`config.mk`:
```
export PLATFORM = sky130hd
export DESIGN_NAME = mac_unit
export DESIGN_NICKNAME = d
export VERILOG_FILES = /design/src/hw/mac_pkg.sv /design/src/hw/mac_unit.sv /design/src/hw/mac_accumulator.sv /design/src/hw/mac_input_stage.sv /design/src/hw/math_multiplier_carry_save.sv /design/src/hw/math_multiplier_basic_cell.sv
export SDC_FILE = /design/constraint.sdc
export NUM_CORES = 1
export LEC_CHECK = 0
export BUFFER_PORTS_ARGS = -buffer_cell sky130_fd_sc_hd__buf_2
export CAP_MARGIN = 15
export CORE_MARGIN = 3
export CORE_UTILIZATION = 57
export CTS_CLUSTER_SIZE = 20
export DETAILED_ROUTE_END_ITERATION = 8
export GPL_ROUTABILITY_DRIVEN = 0
export PLACE_DENSITY = 0.86
export SYNTH_ARGS = -nofsm -noshare
export SYNTH_HDL_FRONTEND = slang
export SYNTH_SLANG_ARGS = --single-unit
```
`constraint.sdc`:
```
create_clock -name clk -period 14.45 [get_ports clk]
set_clock_uncertainty 0.05 [all_clocks]
set_input_delay 0.7225 -clock clk [delete_from_list [all_inputs] [get_ports clk]]
set_output_delay 0.7225 -clock clk [all_outputs]
set_load 0.005 [all_outputs]
```
`src/hw/mac_pkg.sv`:
```
package mac_pkg;

    // operand width seen by the caller
    // both operands share it
    localparam int OPERAND_W = 8;

    // full unsigned product of two operands
    localparam int PRODUCT_W = 2 * OPERAND_W;

    // accumulator width
    // only a few bits above the product so a short run of
    // large products will wrap it
    localparam int ACC_W = 20;

    // zero bits needed to widen a product to accumulator width
    localparam int ACC_PAD_W = ACC_W - PRODUCT_W;

    // operation select
    // sampled with the operands on start
    typedef enum logic [1:0] {
        // acc takes the product
        OP_MUL = 2'd0,
        // acc adds the product, carry out sets overflow
        OP_MAC = 2'd1,
        // acc and overflow cleared, operands ignored
        OP_CLR = 2'd2
    } mac_op_e;

endpackage : mac_pkg
```
`src/hw/mac_unit.sv`:
```
module mac_unit (
    input  logic                             clk,
    input  logic                             rst_n,
    input  logic                             start,
    input  mac_pkg::mac_op_e                 op,
    input  logic [mac_pkg::OPERAND_W-1:0]    multiplier,
    input  logic [mac_pkg::OPERAND_W-1:0]    multiplicand,
    output logic                             done,
    output logic [mac_pkg::ACC_W-1:0]        acc,
    output logic                             overflow
);
    // registered operands into the array
    logic [mac_pkg::OPERAND_W-1:0] a_q;
    logic [mac_pkg::OPERAND_W-1:0] b_q;

    // registered operation and its valid bit
    mac_pkg::mac_op_e op_q;
    logic             valid_q;

    // array output, same cycle as the operands
    logic [mac_pkg::PRODUCT_W-1:0] product;

    // stage 1
    // sample start, operands and op
    mac_input_stage mac_input_stage_inst (
        .clk          (clk),
        .rst_n        (rst_n),
        .start        (start),
        .op           (op),
        .multiplier   (multiplier),
        .multiplicand (multiplicand),
        .a_q          (a_q),
        .b_q          (b_q),
        .op_q         (op_q),
        .valid_q      (valid_q)
    );

    // combinational array between the two register stages
    math_multiplier_carry_save #(
        .N (mac_pkg::OPERAND_W)
    ) math_multiplier_carry_save_inst (
        .multiplier   (a_q),
        .multiplicand (b_q),
        .product      (product)
    );

    // stage 2
    // commit to acc and flag the result
    mac_accumulator mac_accumulator_inst (
        .clk      (clk),
        .rst_n    (rst_n),
        .product  (product),
        .op_q     (op_q),
        .valid_q  (valid_q),
        .done     (done),
        .acc      (acc),
        .overflow (overflow)
    );

endmodule : mac_unit

```
`src/hw/mac_accumulator.sv`:
```
module mac_accumulator (
    input  logic                             clk,
    input  logic                             rst_n,
    input  logic [mac_pkg::PRODUCT_W-1:0]    product,
    input  mac_pkg::mac_op_e                 op_q,
    input  logic                             valid_q,
    output logic                             done,
    output logic [mac_pkg::ACC_W-1:0]        acc,
    output logic                             overflow
);
    // product widened to accumulator width
    logic [mac_pkg::ACC_W-1:0] product_ext;

    // add with one spare bit to catch the carry out
    logic [mac_pkg::ACC_W:0] sum_ext;

    // next state
    logic [mac_pkg::ACC_W-1:0] acc_d;
    logic                      overflow_d;

    assign product_ext = {{mac_pkg::ACC_PAD_W{1'b0}}, product};

    assign sum_ext = {1'b0, acc} + {1'b0, product_ext};

    // operation select
    always_comb begin
        // hold unless an operation commits
        acc_d      = acc;
        overflow_d = overflow;
        if (valid_q) begin
            case (op_q)
                mac_pkg::OP_MUL: begin
                    // load leaves overflow alone
                    acc_d = product_ext;
                end
                mac_pkg::OP_MAC: begin
                    // wraps at ACC_W bits
                    acc_d      = sum_ext[mac_pkg::ACC_W-1:0];
                    // sticky until a clear
                    overflow_d = overflow | sum_ext[mac_pkg::ACC_W];
                end
                mac_pkg::OP_CLR: begin
                    acc_d      = '0;
                    overflow_d = 1'b0;
                end
                default: begin
                    // unused encoding changes nothing
                    acc_d      = acc;
                    overflow_d = overflow;
                end
            endcase
        end
    end

    // result registers and done strobe
    always_ff @(posedge clk or negedge rst_n) begin
        if (!rst_n) begin
            acc      <= '0;
            overflow <= 1'b0;
            done     <= 1'b0;
        end else begin
            acc      <= acc_d;
            overflow <= overflow_d;
            // done marks the cycle after commit
            done     <= valid_q;
        end
    end

    // done only ever follows a valid by one cycle
    assert property (@(posedge clk) disable iff (!rst_n)
        done |-> $past(valid_q))
        else $error("done without a valid one cycle earlier");

    // overflow only appears together with a result
    assert property (@(posedge clk) disable iff (!rst_n)
        $rose(overflow) |-> done)
        else $error("overflow rose on a cycle without done");

endmodule : mac_accumulator

```
`src/hw/mac_input_stage.sv`:
```
module mac_input_stage (
    input  logic                             clk,
    input  logic                             rst_n,
    input  logic                             start,
    input  mac_pkg::mac_op_e                 op,
    input  logic [mac_pkg::OPERAND_W-1:0]    multiplier,
    input  logic [mac_pkg::OPERAND_W-1:0]    multiplicand,
    output logic [mac_pkg::OPERAND_W-1:0]    a_q,
    output logic [mac_pkg::OPERAND_W-1:0]    b_q,
    output mac_pkg::mac_op_e                 op_q,
    output logic                             valid_q
);

    // valid and operation
    // one operation per start, no stall
    always_ff @(posedge clk or negedge rst_n) begin
        if (!rst_n) begin
            valid_q <= 1'b0;
            op_q    <= mac_pkg::OP_MUL;
        end else begin
            valid_q <= start;
            if (start) begin
                op_q <= op;
            end
        end
    end

    // operand capture
    // held on idle cycles so the array stays quiet
    always_ff @(posedge clk) begin
        if (start) begin
            a_q <= multiplier;
            b_q <= multiplicand;
        end
    end

    // every accepted operation needs a defined opcode
    // otherwise the accumulator picks no path one cycle later
    assert property (@(posedge clk) disable iff (!rst_n)
        start |-> !$isunknown(op))
        else $error("op unknown while start is high");

endmodule : mac_input_stage

```
`src/hw/math_multiplier_carry_save.sv`:
```
module math_multiplier_carry_save #(
    parameter int N = 4
) (
    input  logic [  N-1:0] multiplier,
    input  logic [  N-1:0] multiplicand,
    output logic [2*N-1:0] product
);
    // carries entering each row
    // row N holds the leftover carry vector
    wire [N:0][N-1:0] carry_row;

    // partial sums entering each row, already shifted one place right
    // row N holds the leftover sum vector
    wire [N:0][N-1:0] sum_row;

    // raw sum out of every cell, before the shift
    wire [N-1:0][N-1:0] cell_sum;

    // one finished low product bit per row
    wire [N-1:0] low_half;

    // upper half from the final carry-propagate add
    wire [N-1:0] high_half;

    // first row starts from nothing
    assign carry_row[0] = '0;
    assign sum_row[0]   = '0;

    for (genvar r = 0; r < N; r++) begin : gen_row
        for (genvar k = 0; k < N; k++) begin : gen_col
            // tile weight is 2^(r+k)
            math_multiplier_basic_cell cell_inst (
                .i     (multiplier[r]),
                .j     (multiplicand[k]),
                .c     (carry_row[r][k]),
                .p     (sum_row[r][k]),
                .c_out (carry_row[r+1][k]),
                .p_out (cell_sum[r][k])
            );

            if (k == 0) begin : gen_tap
                // lowest sum of the row is final
                assign low_half[r] = cell_sum[r][0];
            end else begin : gen_shift
                // keeps its weight in the next row one column lower
                assign sum_row[r+1][k-1] = cell_sum[r][k];
            end
        end

        // nothing shifts into the top column
        assign sum_row[r+1][N-1] = 1'b0;
    end

    // resolve the carry-save pair left after the last row
    // the true product fits 2N bits, so no carry leaves this add
    assign high_half = sum_row[N] + carry_row[N];

    assign product = {high_half, low_half};

endmodule : math_multiplier_carry_save

```
`src/hw/math_multiplier_basic_cell.sv`:
```
module math_multiplier_basic_cell (
    input  logic i,
    input  logic j,
    input  logic c,
    input  logic p,
    output logic c_out,
    output logic p_out
);
    // partial product bit for this tile
    logic pp;

    assign pp = i & j;

    // full adder over partial product, incoming sum and incoming carry
    assign p_out = pp ^ p ^ c;

    // majority of the three inputs
    assign c_out = (pp & p) | (pp & c) | (p & c);

endmodule : math_multiplier_basic_cell

```
# Yosys cells after proc, flatten, opt, wreduce, memory -nomap -nowiden
# Index checks and enable logic that the tools add are counted.
[op_classes]
addsub = 2
n_eq_ne = 2
muxes = 2
bitwise = 373
reduce_logical = 5
[ops]
columns = ["cell", "n"]
rows = [
  ["1-bit bitwise AND", 197],
  ["1-bit XOR", 91],
  ["1-bit OR", 85],
  ["20-bit one-hot mux with 3 select lines", 1],
  ["20-bit by 16-bit adder with 21-bit output", 1],
  ["7-bit by 7-bit adder with 8-bit output", 1],
  ["2-bit AND reduction", 2],
  ["3-bit nonzero test", 1],
  ["2-bit by 1-bit == test with 1-bit output, second input constant", 1],
  ["2-bit == test, second input constant", 1],
  ["2-bit zero test", 1],
  ["1-bit one-hot mux with 2 select lines", 1],
  ["2-bit nonzero test", 1],
]
[word_totals]
regBits = 41
out_inout_bits = 22
elab_cells = 391

# Logic depth before layout (Yosys ltp)
# Gate-level depths: netlist of run 1.
[depth]
ltp_word = 24
ltp_mapped = 23
ltp_nobuf = 23

# Hierarchy
# A second synthesis of run 1 with hierarchy kept.
[unflattened]
hier_cells = 664
hier_area_um2 = 5242.5
[modules_own_cells]
columns = ["module", "n_inst", "cells_each", "area_per_inst_um2", "seq_area_each_um2"]
rows = [
  ["math_multiplier_basic_cell", 64, 6, 38.8, 0.0],
  ["mac_accumulator", 1, 209, 1811.7, 550.5],
  ["mac_input_stage", 1, 21, 578.1, 555.5],
  ["math_multiplier_carry_save", 1, 50, 370.4, 0.0],
]

# Worst setup path after synthesis of run 1
# OpenSTA, ideal clock, no wires.
[synth_path]
path_type = "register to register"
startpoint = "register mac_input_stage_inst.b_q[6] (netlist name)"
endpoint = "register mac_accumulator_inst.acc[17] (netlist name)"
t_arrival_ps = 6246
required_time_ps = 14305
slack_ps = 8058
stages_incl_launch_ff = 24
period_less_slack_ps = 6392
cell_sequence = "edfxtp_1 -> and2_1 -> ha_1 -> inv_1 -> fa_1 -> inv_1 -> fa_1 -> fa_1 -> fa_1 -> fa_1 -> fa_1 -> ha_1 -> fa_1 -> a21oi_1 -> o21bai_1 -> xor2_1 -> ha_1 -> buf_2 -> a21o_1 -> a21o_1 -> a31o_2 -> a221oi_1 -> o21ai_0 -> o31ai_1"
[synth_between]
elab_chain_len = 23
elab_cells_between_ends = 234
cone_classes = "add/sub (2); mux (1); bitwise (231)"
[synth_rtl]
columns = ["item", "line_no", "rtl"]
rows = [
  ["start: declaration", "mac_input_stage.sv:9", "output logic [mac_pkg::OPERAND_W-1:0] b_q,"],
  ["start signal: assignment", "mac_input_stage.sv:33", "b_q <= multiplicand;"],
  ["1-bit bitwise AND", "math_multiplier_basic_cell.sv:12", "assign pp = i & j;"],
  ["1-bit XOR or 1-bit bitwise AND (tied branches)", "math_multiplier_basic_cell.sv:15, math_multiplier_basic_cell.sv:18", ""],
  ["1-bit bitwise AND", "math_multiplier_basic_cell.sv:18", "assign c_out = (pp & p) | (pp & c) | (p & c);"],
  ["1-bit OR (2 in a row)", "math_multiplier_basic_cell.sv:18", ""],
  ["1-bit bitwise AND", "math_multiplier_basic_cell.sv:18", ""],
  ["1-bit OR (2 in a row)", "math_multiplier_basic_cell.sv:18", ""],
  ["1-bit bitwise AND", "math_multiplier_basic_cell.sv:18", ""],
  ["1-bit OR (2 in a row)", "math_multiplier_basic_cell.sv:18", ""],
  ["1-bit bitwise AND", "math_multiplier_basic_cell.sv:18", ""],
  ["1-bit OR (2 in a row)", "math_multiplier_basic_cell.sv:18", ""],
  ["1-bit bitwise AND", "math_multiplier_basic_cell.sv:18", ""],
  ["1-bit OR (2 in a row)", "math_multiplier_basic_cell.sv:18", ""],
  ["1-bit bitwise AND", "math_multiplier_basic_cell.sv:18", ""],
  ["1-bit OR (2 in a row)", "math_multiplier_basic_cell.sv:18", ""],
  ["7-bit by 7-bit adder with 8-bit output", "math_multiplier_carry_save.sv:56", "assign high_half = sum_row[N] + carry_row[N];"],
  ["20-bit by 16-bit adder with 21-bit output *", "mac_accumulator.sv:23", "assign sum_ext = {1'b0, acc} + {1'b0, product_ext};"],
  ["20-bit one-hot mux with 3 select lines *", "mac_accumulator.sv:31", "case (op_q)"],
  ["end signal: assignment", "mac_accumulator.sv:58", "acc <= '0;"],
  ["end signal: assignment", "mac_accumulator.sv:62", "acc <= acc_d;"],
  ["end: declaration", "mac_accumulator.sv:8", "output logic [mac_pkg::ACC_W-1:0] acc,"],
]
# Mark *: on every way between the ends. The rest lies on a longest branch, timed or not.
# A chain may end at the register's enable or synchronous reset.

# Worst setup path after layout of run 1
[layout_path]
startpoint = "register mac_input_stage_inst.b_q[7] (netlist name)"
endpoint = "register mac_accumulator_inst.acc[17] (netlist name)"
# Same word-level chain as after synthesis.

==> impl_metrics.prom, run 1 <==
# TYPE chip_impl_metric gauge
chip_impl_metric{name="boundaryPins",unit=""} 43
chip_impl_metric{name="netlist-cell-type-count",unit=""} 48
chip_impl_metric{name="detail_route.iter0.violations",unit=""} 258
chip_impl_info{name="criticalPathCategory",value="register to register"} 1
chip_impl_info{name="synth.most_common_cell",value="sky130_fd_sc_hd__and2_1"} 1
chip_impl_metric{name="remaining_drc_errors",unit=""} 0
chip_impl_metric{name="postCtsResizedCells",unit=""} 0
chip_impl_metric{name="num_vias",unit=""} 3264
chip_impl_info{name="crit-reg2reg-launch",value="mac_input_stage_inst.b_q[7]"} 1
chip_impl_metric{name="placedInstanceArea",unit="sq um"} 4430
chip_impl_metric{name="area_fraction_of_the_dominant_cell_type_after_synthesis",unit=""} 0.213
chip_impl_metric{name="async_flop_share",unit=""} 0.610
chip_impl_metric{name="rows",unit=""} 30
chip_impl_metric{name="fin_worst_hold_slack",unit="ns"} 0.362
chip_impl_metric{name="totalNegativeSetupSlack",unit="ns"} 0
chip_impl_metric{name="relSlewSlack",unit=""} 0.423
chip_impl_metric{name="clock.fmax",unit="MHz"} 146
chip_impl_metric{name="worst_slew_pin_slew",unit="ns"} 0.865
chip_impl_metric{name="detailed_place_hpwl",unit="mm"} 6.80
chip_impl_metric{name="clock_slew_seen_by_the_registers_of_the_worst_setup_and_hold_paths",unit="ns"} 0.09
chip_impl_metric{name="nNetsFinal",unit=""} 560
chip_impl_metric{name="finalInstanceArea",unit="sq um"} 4520
chip_impl_metric{name="finalCriticalPeriod",unit="ns"} 6.85
chip_impl_info{name="worstHoldPathType",value="input port to async pin"} 1
chip_impl_metric{name="cts.path.max_buffers",unit=""} 2
chip_impl_info{name="outcome",value="completed"} 1
chip_impl_metric{name="synthToLayoutAreaGrowth",unit="%"} 9.43
chip_impl_metric{name="grt_remaining_overflow",unit=""} 0
chip_impl_metric{name="worst_skew_pair.late_latency",unit="ns"} 0.30
chip_impl_metric{name="fill_cells",unit=""} 529
chip_impl_metric{name="synth_nets",unit=""} 519
chip_impl_metric{name="arrival",unit="ns"} 7.01
chip_impl_metric{name="pre_cts_ws",unit="ns"} 7.65
chip_impl_metric{name="design.die.area",unit="sq um"} 8300
chip_impl_metric{name="ys_seq_elements",unit=""} 41
chip_impl_metric{name="viasPerCell",unit=""} 5.85
chip_impl_metric{name="worstPathMaxFanout",unit=""} 9
chip_impl_metric{name="tritoncts.num_buffers",unit=""} 5
chip_impl_info{name="yosys_most_used_dff",value="sky130_fd_sc_hd__dfrtp_1"} 1
chip_impl_metric{name="fp.coreArea",unit="sq um"} 6910
chip_impl_metric{name="slew_viol_final",unit=""} 0
chip_impl_info{name="setup.worst_path.start",value="mac_input_stage_inst.b_q[7]"} 1
chip_impl_metric{name="number_of_enable_type_register_cells_in_the_synthesized_netlist",unit=""} 16
chip_impl_metric{name="synthCells",unit=""} 420
chip_impl_metric{name="track_usage",unit=""} 0.218
chip_impl_metric{name="syn_area",unit="sq um"} 4130
chip_impl_metric{name="antenna_cells_inserted",unit=""} 0
chip_impl_info{name="synth.cells.most_frequent",value="sky130_fd_sc_hd__and2_1, sky130_fd_sc_hd__fa_1, sky130_fd_sc_hd__inv_1"} 1
chip_impl_metric{name="cts_max_level",unit=""} 2
chip_impl_metric{name="start_util",unit=""} 0.597
chip_impl_info{name="worst_setup_path_end_kind",value="register"} 1
chip_impl_metric{name="post_detailed_route_count_of_antenna_violating_nets",unit=""} 0
chip_impl_metric{name="pin_count_of_the_biggest_net_entering_global_routing",unit=""} 26
chip_impl_metric{name="synth_sequential_area_ratio",unit=""} 0.268
chip_impl_metric{name="avgSynthCellArea",unit="sq um"} 9.82
chip_impl_metric{name="cts_post_setup_buffers_inserted",unit=""} 0
chip_impl_metric{name="die-height",unit="microns"} 91.1
chip_impl_metric{name="setup-violations-final",unit=""} 0
chip_impl_metric{name="port_buffers",unit=""} 42
chip_impl_metric{name="timing_hold_violations_final",unit=""} 0
chip_impl_metric{name="timing.max_cap.violations",unit=""} 0
chip_impl_info{name="worst_setup_path_start_kind",value="register"} 1
chip_impl_metric{name="drive_above_1_share",unit=""} 0.128
chip_impl_metric{name="detail_route.wirelength",unit="mm"} 8.66
chip_impl_metric{name="fp.dieW",unit="microns"} 91.1
chip_impl_info{name="clockRootBuffer",value="sky130_fd_sc_hd__clkbuf_8"} 1
chip_impl_metric{name="min_period_over_period",unit=""} 0.474
chip_impl_metric{name="grt_antenna_before_repair",unit=""} 0
chip_impl_metric{name="drt_first_pass_iters",unit=""} 8
chip_impl_metric{name="required",unit="ns"} 14.61
chip_impl_metric{name="grt_pass1_vias",unit=""} 3246
chip_impl_info{name="rsz0062_at_grt",value="false"} 1
chip_impl_metric{name="wire_per_inst",unit="microns"} 15.5
chip_impl_metric{name="synth-warning-count",unit=""} 0
chip_impl_metric{name="hold_buffers",unit=""} 0
chip_impl_metric{name="cts.sinks",unit=""} 41
chip_impl_metric{name="first_pass_grt_wire_length",unit="mm"} 14.9
chip_impl_metric{name="setup_ws",unit="ns"} 7.60
chip_impl_info{name="tritoncts",value="built"} 1
chip_impl_info{name="leading_area_contributor_after_synthesis",value="sky130_fd_sc_hd__fa_1"} 1
chip_impl_info{name="synth.top_cells.by_area",value="sky130_fd_sc_hd__fa_1, sky130_fd_sc_hd__dfrtp_1, sky130_fd_sc_hd__edfxtp_1"} 1
## flip-flops by register name (all words and copies together), names as in the netlist
| signal | flops |
|---|---|
| mac_input_stage_inst.valid_q | 1 |
| mac_input_stage_inst.a_q | 8 |
| mac_input_stage_inst.op_q | 2 |
| mac_accumulator_inst.done | 1 |
| mac_accumulator_inst.overflow | 1 |
| mac_input_stage_inst.b_q | 8 |
| mac_accumulator_inst.acc | 20 |
## cells by family after synthesis
logic type                 share of synthesized area
adders and majority gates                      0.317
buffers and inverters                         0.0452
and+or+nand+nor                                0.181
xor gates and xnor gates                      0.0297
AOI/OAI and AO/OA                              0.157
DFF                                            0.268
muxes                                        0.00243
## critical path: stages (launching register included)
cell and delay (ns):
sky130_fd_sc_hd__edfxtp_1 0.50, sky130_fd_sc_hd__and2_1 0.21, sky130_fd_sc_hd__ha_1 0.28, sky130_fd_sc_hd__inv_1 0.05, sky130_fd_sc_hd__fa_1 0.50, sky130_fd_sc_hd__inv_1 0.06, sky130_fd_sc_hd__fa_1 0.53, sky130_fd_sc_hd__fa_1 0.45
sky130_fd_sc_hd__fa_1 0.55, sky130_fd_sc_hd__fa_1 0.44, sky130_fd_sc_hd__fa_1 0.40, sky130_fd_sc_hd__ha_1 0.24, sky130_fd_sc_hd__fa_1 0.42, sky130_fd_sc_hd__a21oi_1 0.23, sky130_fd_sc_hd__o21bai_1 0.10, sky130_fd_sc_hd__xor2_1 0.20
sky130_fd_sc_hd__ha_1 0.37, sky130_fd_sc_hd__a21o_1 0.21, sky130_fd_sc_hd__a21o_1 0.19, sky130_fd_sc_hd__a31o_2 0.28, sky130_fd_sc_hd__a221oi_1 0.29, sky130_fd_sc_hd__o21ai_0 0.12, sky130_fd_sc_hd__o31ai_1 0.10
## per-stage QoR
stage,util,instances
2_1_floorplan,-,420
3_3_place_gp,0.641,550
3_5_place_dp,0.641,550
4_1_cts,0.654,558
5_1_grt,0.654,558
6_report,0.654,558
## cell usage in the layout, fill, tap and decap left out, types with 6 or more instances in the layout
cell type and instances:
sky130_fd_sc_hd__nand3_1 6, sky130_fd_sc_hd__dfrtp_1 25, sky130_fd_sc_hd__ha_1 34, sky130_fd_sc_hd__inv_1 40
sky130_fd_sc_hd__edfxtp_1 16, sky130_fd_sc_hd__nand2_1 34, sky130_fd_sc_hd__and2_1 51, sky130_fd_sc_hd__a21oi_1 20
sky130_fd_sc_hd__o21ai_0 26, sky130_fd_sc_hd__and3_1 6, sky130_fd_sc_hd__nand2b_1 7, sky130_fd_sc_hd__a21o_1 8
sky130_fd_sc_hd__xor2_1 9, sky130_fd_sc_hd__fa_1 44, sky130_fd_sc_hd__nor2_1 19, sky130_fd_sc_hd__buf_2 42
## path summary, 6_finish.rpt
kind                                                      to  slack [ns]  cells past startpoint
worst max-delay path            mac_accumulator_inst.acc[17]        7.60                     22
worst min-delay path               mac_accumulator_inst.done        0.36                      1
worst max register to register  mac_accumulator_inst.acc[17]        7.60                     22
worst min register to register     mac_accumulator_inst.done        0.38                      0
max in group asynchronous       mac_input_stage_inst.valid_q       13.60                      1
min in group clk                   mac_accumulator_inst.done        0.38                      0
## metal layers
layer	vias up	part of all wire	track usage
li1	1523	-	-
met1	1597	0.44	0.298
met2	126	0.49	0.365
met3	18	0.062	0.0282
met4	0	0.015	0.0628
met5	-	0	0
## layout make-up
class                   count  area, sq um  share of cell area
repair buffers             43          218              0.0482
multi-input cells         330         2830               0.628
clock inverters             2         15.0             0.00333
inverters                  40          150              0.0333
clock buffers               6         72.6              0.0161
flip-flops and latches     41         1110               0.245
well taps                  96          120              0.0266
Power of run 1 is left out: the tool's default activity adds up to more than one toggle a clock period on the data nets, which glitch-free logic cannot reach.
==> inputs of run 2 (changes only) <==
==> constraint.sdc (replaced) <==
create_clock -name clk -period 6.7 [get_ports clk]
set_clock_uncertainty 0.05 [all_clocks]
set_input_delay 0.335 -clock clk [delete_from_list [all_inputs] [get_ports clk]]
set_output_delay 0.335 -clock clk [all_outputs]
set_load 0.005 [all_outputs]
==> run 2 against run 1 <==
  * Worst setup slack worse by 7.5 ns
  * Count of clock-buffer cells in the layout stayed put
  * Sequential share of layout area is 0.92 points lower
  * Flip-flop and latch count stayed put
  * Critical path depth is 1 higher
  * Final area is 3.9% higher
  * Die area stayed put
  * Cell count is 1.6% higher
  * First-iteration DRC count is 20% lower
  * Fmax is 3.9% higher
  * Via count is 3.5% higher
  * Worst hold slack worse by 0.21 ns
==> impl_metrics.prom, run 2 (same netlist as run 1, synthesis figures left out) <==
# TYPE chip_impl_metric gauge
chip_impl_info{name="outcome",value="completed"} 1
chip_impl_metric{name="remaining_drc_errors",unit=""} 0
chip_impl_metric{name="fp.coreArea",unit="sq um"} 6910
chip_impl_metric{name="clock_slew_seen_by_the_registers_of_the_worst_setup_and_hold_paths",unit="ns"} 0.09
chip_impl_metric{name="tritoncts.num_buffers",unit=""} 5
chip_impl_info{name="hold_path.startpoint",value="multiplicand[5]"} 1
chip_impl_metric{name="nNetsFinal",unit=""} 569
chip_impl_metric{name="post_detailed_route_count_of_antenna_violating_nets",unit=""} 0
chip_impl_info{name="worst_setup_path_start_kind",value="register"} 1
chip_impl_metric{name="detail_route.iter0.violations",unit=""} 206
chip_impl_metric{name="clock.fmax",unit="MHz"} 152
chip_impl_info{name="tritoncts",value="built"} 1
chip_impl_metric{name="arrival",unit="ns"} 6.74
chip_impl_metric{name="design.die.area",unit="sq um"} 8300
chip_impl_metric{name="fp.dieW",unit="microns"} 91.1
chip_impl_info{name="layout.cells.most_common",value="sky130_fd_sc_hd__and2_1"} 1
chip_impl_metric{name="worst_slew_pin_slew",unit="ns"} 0.834
chip_impl_metric{name="track_usage",unit=""} 0.220
chip_impl_metric{name="worst_skew_pair.late_latency",unit="ns"} 0.31
chip_impl_metric{name="relSlewSlack",unit=""} 0.444
chip_impl_metric{name="pre_cts_ws",unit="ns"} -0.0370
chip_impl_info{name="regToRegEndpoint",value="mac_accumulator_inst.acc[16]"} 1
chip_impl_metric{name="slew_viol_final",unit=""} 0
chip_impl_metric{name="rows",unit=""} 30
chip_impl_metric{name="required",unit="ns"} 6.85
chip_impl_metric{name="pin_count_of_the_biggest_net_entering_global_routing",unit=""} 26
chip_impl_info{name="cp_slowest_cell",value="sky130_fd_sc_hd__fa_1"} 1
chip_impl_metric{name="wire_per_inst",unit="microns"} 16.3
chip_impl_info{name="mostFrequentLayoutCells",value="sky130_fd_sc_hd__and2_1, sky130_fd_sc_hd__fa_1, sky130_fd_sc_hd__buf_2"} 1
chip_impl_metric{name="timing_hold_violations_final",unit=""} 0
chip_impl_metric{name="grt_pass1_vias",unit=""} 3312
chip_impl_metric{name="worst_r2r_path_depth",unit=""} 23
chip_impl_metric{name="die-height",unit="microns"} 91.1
chip_impl_metric{name="timing.max_cap.violations",unit=""} 0
chip_impl_metric{name="boundaryPins",unit=""} 43
chip_impl_metric{name="detail_route.wirelength",unit="mm"} 9.26
chip_impl_metric{name="cts_max_level",unit=""} 2
chip_impl_metric{name="largest_register_ffs",unit=""} 20
chip_impl_metric{name="cts.sinks",unit=""} 41
chip_impl_info{name="worstHoldPathType",value="input port to register"} 1
chip_impl_metric{name="synthToLayoutAreaGrowth",unit="%"} 13.7
chip_impl_info{name="worst_hold_path.endpoint",value="mac_input_stage_inst.b_q[5]"} 1
chip_impl_info{name="clockRootBuffer",value="sky130_fd_sc_hd__clkbuf_8"} 1
chip_impl_info{name="timing.critical_path.cells",value="and2_1 > ha_1 > inv_1 > fa_1 > inv_1 > fa_1 > fa_1 > fa_1 > fa_1 > fa_1 > ha_4 > a211oi_2 > nor2_1 > o31a_1 > o21a_1 > or2_2 > ha_4 > nand4_1 > nor2_1 > o211ai_1 > nand3_2 > o21ai_1 > a22o_1"} 1
chip_impl_metric{name="path_buf_inv",unit=""} 2
chip_impl_metric{name="antenna_cells_inserted",unit=""} 0
chip_impl_metric{name="cts.path.max_buffers",unit=""} 2
chip_impl_info{name="reg.largest.list",value="mac_accumulator_inst.acc: 20 flops, mac_input_stage_inst.a_q: 8 flops, mac_input_stage_inst.b_q: 8 flops"} 1
chip_impl_metric{name="viasPerCell",unit=""} 5.96
chip_impl_info{name="crit-reg2reg-launch",value="mac_input_stage_inst.a_q[1]"} 1
chip_impl_metric{name="drive_above_1_share",unit=""} 0.172
chip_impl_info{name="most_frequent_cell_on_the_critical_path",value="sky130_fd_sc_hd__fa_1"} 1
chip_impl_metric{name="setup_ws",unit="ns"} 0.111
chip_impl_info{name="criticalPathCategory",value="register to register"} 1
chip_impl_metric{name="start_util",unit=""} 0.597
chip_impl_metric{name="fill_cells",unit=""} 533
chip_impl_metric{name="worst-r2r-setup-slack",unit="ns"} 0.11
chip_impl_metric{name="grt_antenna_before_repair",unit=""} 0
chip_impl_metric{name="first_pass_grt_wire_length",unit="mm"} 15.0
chip_impl_metric{name="drt_first_pass_iters",unit=""} 6
chip_impl_metric{name="setup-violations-final",unit=""} 0
chip_impl_info{name="worst_setup_path_end_kind",value="register"} 1
chip_impl_metric{name="finalCriticalPeriod",unit="ns"} 6.59
chip_impl_metric{name="port_buffers",unit=""} 42
chip_impl_info{name="crit_path_max_delay_family",value="adder cells"} 1
chip_impl_metric{name="hold_depth",unit=""} 1
chip_impl_metric{name="detailed_place_hpwl",unit="mm"} 6.83
chip_impl_metric{name="worstPathMaxFanout",unit=""} 6
chip_impl_metric{name="grt_remaining_overflow",unit=""} 0
chip_impl_info{name="largest-register",value="mac_accumulator_inst.acc"} 1
chip_impl_metric{name="critical_path.max_stage_delay",unit="ns"} 0.62
chip_impl_metric{name="num_vias",unit=""} 3378
chip_impl_metric{name="min_period_over_period",unit=""} 0.983
==> run 2: per-stage QoR <==
stage	hold WS [ns]	TNS, ns	utilization	instances	cell area (sq um)
finish	0.151	0	0.679	567	4690
global placement	0.311	0	0.647	555	4470
global route	0.142	-0.214	0.679	567	4690
CTS	0.149	0	0.667	566	4610
floorplan	-0.0106	0	-	420	4130
detailed placement	0.323	-0.0370	0.647	555	4470
==> run 2: area by class of cell <==
cell class | instances | area [sq um] | area share
Tap cell | 96 | 120 | 0.0256
Inverter | 40 | 150 | 0.0320
Clock inverter | 2 | 38.8 | 0.00827
Timing Repair Buffer | 52 | 288 | 0.0613
Multi-Input combinational cell | 330 | 2910 | 0.621
Sequential cell | 41 | 1110 | 0.236
Clock buffer | 6 | 76.3 | 0.0163
==> run 2: worst max path at each step <==
stage                                startpoint                       endpoint  slack (ns)  cells after the start
global placement    mac_input_stage_inst.a_q[0]  mac_accumulator_inst.overflow        0.16                     23
global route        mac_input_stage_inst.a_q[1]   mac_accumulator_inst.acc[18]       -0.07                     23
CTS                 mac_input_stage_inst.b_q[6]   mac_accumulator_inst.acc[17]        0.02                     23
floorplan           mac_input_stage_inst.b_q[6]   mac_accumulator_inst.acc[17]        0.31                     23
detailed placement  mac_input_stage_inst.a_q[1]   mac_accumulator_inst.acc[17]       -0.04                     22
finish              mac_input_stage_inst.a_q[1]   mac_accumulator_inst.acc[16]        0.11                     23
==> run 2: routing by layer <==
layer,part of all wire,vias to the layer above,track usage
met4,0.034,0,0.0892
met1,0.41,1652,0.289
met3,0.066,39,0.0307
li1,-,1537,-
met5,0,-,0
met2,0.49,150,0.367
==> run 2: timing repair <==
item                                    CTS  global route
gates resized for setup                   1            16
setup buffers                             2             1
hold buffers                              1             0
endpoints found under the hold margin    13             0
pin swaps                                 0             6
endpoints found under the setup margin    5             6
Power of run 2 is left out for the same reason.
